File: src/source/sd_macros.svh
/*
 * Fixed dimensions of the two-channel CIC demodulator.
 * Included by the package and by every stage that sizes arrays or
 * saturation limits from the filter order or the output width.
 */
`ifndef SD_MACROS_SVH
`define SD_MACROS_SVH

// Number of integrator and comb sections in each channel
`define SD_CIC_ORDER 3

// Width of the decimation ratio field, which stores the ratio minus one
`define SD_RATIO_BITS 8

// Input is a signed 2-bit value, and each section adds RATIO_BITS of growth
`define SD_ACC_WIDTH (2 + `SD_CIC_ORDER * `SD_RATIO_BITS)

// Width of the saturated output samples
`define SD_OUT_WIDTH 16

// Width of the arithmetic right-shift field applied before saturation
`define SD_SHIFT_BITS 5

`endif

File: src/source/sd_pkg.sv
/*
 * Shared data types of the sigma-delta demodulator.
 * Stages refer to these by scoped name, for example sd_pkg::sd_acc_t.
 */
`include "sd_macros.svh"

package sd_pkg;

    // Accumulator word for integrators and combs, wraps on overflow
    typedef logic signed [`SD_ACC_WIDTH-1:0] sd_acc_t;

    // One saturated output sample per channel
    typedef logic signed [`SD_OUT_WIDTH-1:0] sd_sample_t;

    // Decimation ratio minus one, so 0 means every sample closes a period
    typedef logic [`SD_RATIO_BITS-1:0] sd_ratio_t;

    // Arithmetic right shift applied to the comb result
    typedef logic [`SD_SHIFT_BITS-1:0] sd_shift_t;

endpackage

File: src/source/cic_link_if.sv
/*
 * Link from the integrator stage to the comb stage.
 * Carries both channel accumulators with a per-sample valid and the
 * marker of the sample that closes a decimation period.
 */
`timescale 1ns/1ps

interface cic_link_if;

    // Output of the last integrator of each channel
    sd_pkg::sd_acc_t acc_1;
    sd_pkg::sd_acc_t acc_2;

    // High on every cycle that carries a freshly integrated sample
    logic valid;

    // Qualified by valid, marks the closing sample of a decimation period
    logic last;

    modport source (
        output acc_1,
        output acc_2,
        output valid,
        output last
    );

    modport sink (
        input acc_1,
        input acc_2,
        input valid,
        input last
    );

endinterface

File: src/source/sd_input_stage.sv
/*
 * Input stage of the demodulator.
 * Registers the two modulator bits and the enable level, then maps each
 * bit to a signed +1 or -1 for the integrators.
 */
`timescale 1ns/1ps

module sd_input_stage (
    input  logic              sd_clk,
    input  logic              rst,
    input  logic [1:0]        data_in,
    input  logic              enable,
    output logic signed [1:0] sample_1,
    output logic signed [1:0] sample_2,
    output logic              sample_valid
);

    // Raw modulator bits, captured once per sd_clk
    logic [1:0] bits_q;

    // Enable as seen on the same edge as the bits
    logic enable_q;

    always_ff @(posedge sd_clk) begin
        bits_q <= data_in;
    end

    always_ff @(posedge sd_clk) begin
        if (rst) begin
            enable_q <= 1'b0;
        end else begin
            enable_q <= enable;
        end
    end

    // A one maps to +1 and a zero maps to -1
    // While disabled the samples read as zero so nothing can leak downstream
    assign sample_1 = !enable_q ? 2'sd0 : (bits_q[0] ? 2'sd1 : -2'sd1);
    assign sample_2 = !enable_q ? 2'sd0 : (bits_q[1] ? 2'sd1 : -2'sd1);

    // Later stages only advance on this level
    assign sample_valid = enable_q;

endmodule

File: src/source/cic_integrator_stage.sv
/*
 * Integrator half of the third-order CIC filter for both channels.
 * Each section is one register deep, so a sample reaches the link three
 * cycles after it enters. Also counts the decimation period.
 */
`timescale 1ns/1ps
`include "sd_macros.svh"

module cic_integrator_stage (
    input  logic              sd_clk,
    input  logic              rst,
    input  logic              clear,
    input  sd_pkg::sd_ratio_t ratio,
    input  logic signed [1:0] sample_1,
    input  logic signed [1:0] sample_2,
    input  logic              sample_valid,
    cic_link_if.source        link
);

    // Integrator registers, first index is the channel, second the section
    sd_pkg::sd_acc_t integ [2][`SD_CIC_ORDER];

    // Valid and last move along with the sample, one bit per section
    logic [`SD_CIC_ORDER-1:0] valid_pipe;
    logic [`SD_CIC_ORDER-1:0] last_pipe;

    // Position of the current sample within the decimation period
    sd_pkg::sd_ratio_t count;
    logic closing;

    // Input samples sign-extended to the accumulator width
    sd_pkg::sd_acc_t sample_ext [2];

    assign sample_ext[0] = sd_pkg::sd_acc_t'(sample_1);
    assign sample_ext[1] = sd_pkg::sd_acc_t'(sample_2);

    // The sample entering now is the last one of its period
    assign closing = sample_valid && (count == ratio);

    always_ff @(posedge sd_clk) begin
        if (rst || clear) begin
            count      <= '0;
            valid_pipe <= '0;
            last_pipe  <= '0;
        end else begin
            // Counter holds while no valid sample arrives
            if (sample_valid) begin
                count <= closing ? '0 : count + 1'b1;
            end
            valid_pipe <= {valid_pipe[`SD_CIC_ORDER-2:0], sample_valid};
            last_pipe  <= {last_pipe[`SD_CIC_ORDER-2:0], closing};
        end
    end

    // Each section adds its predecessor's registered output when that output is fresh
    // Overflow wraps on purpose; the comb differences undo it exactly
    always_ff @(posedge sd_clk) begin
        if (rst || clear) begin
            for (int ch = 0; ch < 2; ch++) begin
                for (int k = 0; k < `SD_CIC_ORDER; k++) begin
                    integ[ch][k] <= '0;
                end
            end
        end else begin
            for (int ch = 0; ch < 2; ch++) begin
                if (sample_valid) begin
                    integ[ch][0] <= integ[ch][0] + sample_ext[ch];
                end
                for (int k = 1; k < `SD_CIC_ORDER; k++) begin
                    if (valid_pipe[k-1]) begin
                        integ[ch][k] <= integ[ch][k] + integ[ch][k-1];
                    end
                end
            end
        end
    end

    assign link.acc_1 = integ[0][`SD_CIC_ORDER-1];
    assign link.acc_2 = integ[1][`SD_CIC_ORDER-1];
    assign link.valid = valid_pipe[`SD_CIC_ORDER-1];
    assign link.last  = last_pipe[`SD_CIC_ORDER-1];

endmodule

File: src/source/cic_comb_stage.sv
/*
 * Comb half of the CIC filter, running at the decimated rate.
 * Three differences, then an arithmetic shift and saturation to 16 bits.
 * out_valid pulses four cycles after the link marks a closing sample.
 */
`timescale 1ns/1ps
`include "sd_macros.svh"

module cic_comb_stage (
    input  logic               sd_clk,
    input  logic               rst,
    input  logic               clear,
    input  sd_pkg::sd_shift_t  shift,
    cic_link_if.sink           link,
    output logic               out_valid,
    output sd_pkg::sd_sample_t data_out_1,
    output sd_pkg::sd_sample_t data_out_2
);

    // Saturation limits of the output word
    localparam sd_pkg::sd_sample_t OUT_MAX = {1'b0, {(`SD_OUT_WIDTH-1){1'b1}}};
    localparam sd_pkg::sd_sample_t OUT_MIN = {1'b1, {(`SD_OUT_WIDTH-1){1'b0}}};

    // Comb results and the delayed input of each section, per channel
    sd_pkg::sd_acc_t comb_q  [2][`SD_CIC_ORDER];
    sd_pkg::sd_acc_t delay_q [2][`SD_CIC_ORDER];

    // Marks which comb section holds a fresh result
    logic [`SD_CIC_ORDER-1:0] stage_valid;

    // Decimated sample strobe taken from the link
    logic take;
    sd_pkg::sd_acc_t acc_in [2];

    // Clamp a shifted comb result into the 16-bit signed range
    function automatic sd_pkg::sd_sample_t saturate(input sd_pkg::sd_acc_t value);
        if (value > sd_pkg::sd_acc_t'(OUT_MAX)) begin
            return OUT_MAX;
        end else if (value < sd_pkg::sd_acc_t'(OUT_MIN)) begin
            return OUT_MIN;
        end
        return value[`SD_OUT_WIDTH-1:0];
    endfunction

    assign take      = link.valid && link.last;
    assign acc_in[0] = link.acc_1;
    assign acc_in[1] = link.acc_2;

    always_ff @(posedge sd_clk) begin
        if (rst || clear) begin
            stage_valid <= '0;
            out_valid   <= 1'b0;
        end else begin
            stage_valid <= {stage_valid[`SD_CIC_ORDER-2:0], take};
            out_valid   <= stage_valid[`SD_CIC_ORDER-1];
        end
    end

    // Every section subtracts its own previous input, updating only when fed
    always_ff @(posedge sd_clk) begin
        if (rst || clear) begin
            for (int ch = 0; ch < 2; ch++) begin
                for (int k = 0; k < `SD_CIC_ORDER; k++) begin
                    delay_q[ch][k] <= '0;
                end
            end
        end else begin
            for (int ch = 0; ch < 2; ch++) begin
                if (take) begin
                    delay_q[ch][0] <= acc_in[ch];
                end
                for (int k = 1; k < `SD_CIC_ORDER; k++) begin
                    if (stage_valid[k-1]) begin
                        delay_q[ch][k] <= comb_q[ch][k-1];
                    end
                end
            end
        end
    end

    // The differences themselves, wrapping just like the integrators
    always_ff @(posedge sd_clk) begin
        for (int ch = 0; ch < 2; ch++) begin
            if (take) begin
                comb_q[ch][0] <= acc_in[ch] - delay_q[ch][0];
            end
            for (int k = 1; k < `SD_CIC_ORDER; k++) begin
                if (stage_valid[k-1]) begin
                    comb_q[ch][k] <= comb_q[ch][k-1] - delay_q[ch][k];
                end
            end
        end
    end

    // Outputs hold their value until the next decimated result
    always_ff @(posedge sd_clk) begin
        if (stage_valid[`SD_CIC_ORDER-1]) begin
            data_out_1 <= saturate(comb_q[0][`SD_CIC_ORDER-1] >>> shift);
            data_out_2 <= saturate(comb_q[1][`SD_CIC_ORDER-1] >>> shift);
        end
    end

endmodule

File: src/source/sd_processor.sv
/*
 * Top level of the two-channel sigma-delta demodulator.
 * Holds the decimation ratio and output shift, written by cfg_write,
 * and chains the input, integrator and comb stages.
 */
`timescale 1ns/1ps

module sd_processor (
    input  logic               sd_clk,
    input  logic               rst,
    input  logic [1:0]         data_in,
    input  logic               enable,
    input  logic               cfg_write,
    input  sd_pkg::sd_ratio_t  cfg_ratio,
    input  sd_pkg::sd_shift_t  cfg_shift,
    output logic               out_valid,
    output sd_pkg::sd_sample_t data_out_1,
    output sd_pkg::sd_sample_t data_out_2
);

    // Power-up configuration is a ratio of 64 and a shift of 2
    localparam sd_pkg::sd_ratio_t RATIO_RESET = 8'd63;
    localparam sd_pkg::sd_shift_t SHIFT_RESET = 5'd2;

    sd_pkg::sd_ratio_t ratio_q;
    sd_pkg::sd_shift_t shift_q;

    // Mapped samples between the input stage and the integrators
    logic signed [1:0] sample_1;
    logic signed [1:0] sample_2;
    logic              sample_valid;

    cic_link_if link ();

    always_ff @(posedge sd_clk) begin
        if (rst) begin
            ratio_q <= RATIO_RESET;
            shift_q <= SHIFT_RESET;
        end else if (cfg_write) begin
            ratio_q <= cfg_ratio;
            shift_q <= cfg_shift;
        end
    end

    sd_input_stage u_input (
        .sd_clk       (sd_clk),
        .rst          (rst),
        .data_in      (data_in),
        .enable       (enable),
        .sample_1     (sample_1),
        .sample_2     (sample_2),
        .sample_valid (sample_valid)
    );

    // A configuration write restarts the filter in the same cycle
    cic_integrator_stage u_integrator (
        .sd_clk       (sd_clk),
        .rst          (rst),
        .clear        (cfg_write),
        .ratio        (ratio_q),
        .sample_1     (sample_1),
        .sample_2     (sample_2),
        .sample_valid (sample_valid),
        .link         (link.source)
    );

    cic_comb_stage u_comb (
        .sd_clk     (sd_clk),
        .rst        (rst),
        .clear      (cfg_write),
        .shift      (shift_q),
        .link       (link.sink),
        .out_valid  (out_valid),
        .data_out_1 (data_out_1),
        .data_out_2 (data_out_2)
    );

endmodule

File: config.mk
export PLATFORM = sky130hd
export DESIGN_NAME = sd_processor
export DESIGN_NICKNAME = d
export VERILOG_FILES = /design/src/source/sd_pkg.sv /design/src/source/cic_link_if.sv /design/src/source/sd_input_stage.sv /design/src/source/cic_integrator_stage.sv /design/src/source/cic_comb_stage.sv /design/src/source/sd_processor.sv
export VERILOG_INCLUDE_DIRS = /design/src /design/src/source
export SDC_FILE = /design/constraint.sdc
export NUM_CORES = 1
export LEC_CHECK = 0
export BUFFER_PORTS_ARGS = -buffer_cell sky130_fd_sc_hd__buf_2
export CORE_MARGIN = 3
export CORE_UTILIZATION = 47
export DETAILED_ROUTE_END_ITERATION = 10
export SLEW_MARGIN = 20
export SYNTH_ARGS = -nofsm -noshare
export SYNTH_HDL_FRONTEND = slang
export SYNTH_SLANG_ARGS = --single-unit
File: constraint.sdc
create_clock -name sd_clk -period 6.7 [get_ports sd_clk]
set_input_delay 0.335 -clock sd_clk [delete_from_list [all_inputs] [get_ports sd_clk]]
set_output_delay 0.335 -clock sd_clk [all_outputs]
set_load 0.005 [all_outputs]
==> results.cfg <==
[timing]
rsz0062_at_grt = false
max_freq_mhz = 229
clock_skew_ns = 0.0170
final_hold_viol_count = 0
slew_violations = 0
min_period_ns = 4.37
relSlewSlack = 0.296
tns_ns = 0
fin_crit_sh = 0.652
setup_violations = 0
worst_pin_slew_ns = 1.06

[synth]
synth_seq_area_share = 0.447
synth_ff_type = edfxtp_1
avgSynthCellArea_um2 = 10.3
synth_edf_count = 500
synth_cell_types = 80
ys_async_sr_fraction = 0
post_synth_instance_area_um2 = 35100
ys_ff_latch = 534
syn-num-nets = 3754
yosys_warnings = 0
synthCells = 3422

[detailed_routing]
post_drt_wl_per_cell_um = 16.2
routed_via_density = 5.57
drc_errors = 0
drtAntennaViolNets = 0
dr.pass1.iters = 8
drt_iter0_drc = 1427
drt-total-wl_um = 72700
num_vias = 25000

[final_layout]
final_cell_mix = edfxtp_1, ha_1, nor2_1
nNetsFinal = 3805
drive_above_1_share = 0.0735
area_growth_pct = 10.1
fin_util = 0.526
layout_commonest_cell = edfxtp_1
n_antenna_cell = 0

[placement]
port_buffers = 51
finalWeightedCongestion = 0.909
hpwl_um = 54500

[critical_path]
path_cells = nand2b_1 > inv_1 > ha_1 > or4_1 > o21ai_0 > a211oi_1 > o2111ai_1 > a21oi_1 > o41ai_1 > o21ai_0 > xnor2_1 > nor2_1
end_kind = register
slowest_stage = dfxtp_1
max_stage_delay_ns = 0.65
crit_required_ns = 7.02
cp_max_fo = 24
path_class = reg2reg
critPathLaunchType = register
crit_path_frequent_cell = o21ai_0
cp.arrival_ns = 4.68

[floorplanning]
num_rows = 99
core_area_um2 = 73600
die_w_um = 279
dieHeight_um = 279
ioPinCount = 52
start_util = 0.478
dieArea_um2 = 78100

[run]
max_cap_violations = 0

[pwr]
ir_drop_v = 0.000174
finalPower_mw = 8.55
powerDensity_nw_per_um2 = 221
p_leak_nw = 16.3

[clock_network]
clk_latency_ns = 0.60
cts_tree = done
htree_levels = 3
cts_root_buf = clkbuf_16
clock_sinks = 534
cts.reportedPaths.clkPinSlew_ns = 0.06
cts_buffers = 66
clockBufferDepth = 3
post-cts-setup-buffers = 0

[worst_hold_path]
hp-class = in2reg

[global_routing]
grt.total_usage = 0.185
grt_overflow = 0
grt_max_degree = 89
grt_pass1_vias = 24600
grt_pass1_wl_um = 121000
antenna_found_initial = 1

[status]
status = complete, no violations
timing repair:
action                    in CTS  in global routing
hold endpoints to repair      15                  0
hold buffers                  15                  0
resized for setup              0                  0
per-layer routing:
metal / part of all wire / vias up / wire, um / GRT usage
li1: - / 12700 / - / -
met3: 0.036 / 126 / 2630 / 0.0284
met5: 0 / - / 0 / 0
met2: 0.47 / 475 / 34100 / 0.318
met4: 0.027 / 0 / 1940 / 0.0572
met1: 0.47 / 11700 / 34000 / 0.242
layout make-up:
cell class                 instances  area, um^2
clock buffer                      84        1790
tap                              959        1200
multi-input combinational       2530       18100
timing repair buffer              81         518
sequential                       534       15700
clock inverter                    34         393
inverter                         260         976
fill                            6487       34900
power by group:
part / internal [mW] / switching [mW]
clock network: 2.17 / 1.40
logic: 0.478 / 0.643
registers: 3.77 / 0.0868
total: 6.42 / 2.13
synthesized netlist by cell type, types with 18 or more instances:
master	n	share of area
o21a_1	45	0.0096
clkbuf_1	73	0.0078
and2_1	24	0.0043
nand2_1	167	0.018
nand2b_1	45	0.0080
a21o_1	126	0.027
nor3_1	59	0.0084
a211oi_1	51	0.011
nor2_1	288	0.031
nand3_1	47	0.0067
o21ai_0	195	0.028
ha_1	301	0.11
o21bai_1	28	0.0060
xnor2_1	159	0.040
nand4_1	28	0.0050
mux2i_1	69	0.020
or3_1	26	0.0046
edfxtp_1	500	0.43
a31oi_1	18	0.0032
mux2_2	25	0.0080
xor2_1	94	0.023
a21oi_1	244	0.035
and3_1	120	0.021
inv_1	258	0.028
dfxtp_1	34	0.019
nor2b_1	122	0.022
state kept, by name, indices dropped and copies added (netlist names):
name,count
u_integrator.last_pipe,3
u_comb.data_out_1,16
u_comb.data_out_2,16
u_integrator.valid_pipe,3
u_integrator.integ,156
u_integrator.count,8
u_input.bits_q,2
u_comb.comb_q,156
ratio_q,8
u_comb.out_valid,1
u_comb.stage_valid,3
u_comb.delay_q,156
shift_q,5
u_input.sample_valid,1
kinds of logic after synthesis:
| family | count (synthesis) | synth area share |
|---|---|---|
| fa+ha+maj | 313 | 0.114 |
| buf+inv | 358 | 0.0392 |
| compound gates | 880 | 0.162 |
| simple gates | 976 | 0.139 |
| mux | 108 | 0.0366 |
| xor+xnor | 253 | 0.0630 |
| flops | 534 | 0.447 |
worst max-delay path, delay by kind of cell, from the launching register on:
family / cells / cell delay [ns]
flip-flops: 1 / 0.65
XOR/XNOR: 1 / 0.19
AND/OR/NAND/NOR: 3 / 0.67
AO/OA/AOI/OAI: 6 / 1.51
buffers and inverters: 1 / 0.64
adder cells (fa/ha/maj): 1 / 0.42
per-stage QoR:
step	area (um^2)	hold slack, ns	setup slack, ns	instances
after floorplan	35100	0.363	2.92	3422
after global placement	36300	0.414	2.55	4349
after detailed placement	36400	0.415	2.45	4349
after CTS	38700	0.00553	2.43	4482
after global routing	38700	0.0577	2.02	4482
final	38700	0.0580	2.33	4482
path summary, 6_finish.rpt:
kind	start	end	slack, ns	cells after the start
max	u_input.sample_valid	u_integrator.integ[1][77]	2.33	12
min	cfg_ratio[6]	ratio_q[6]	0.06	3
max reg2reg	u_input.sample_valid	u_integrator.integ[1][77]	2.33	12
min reg2reg	u_integrator.last_pipe[0]	u_integrator.last_pipe[1]	0.43	1
No activity file was read; power rests on OpenSTA's default activity.
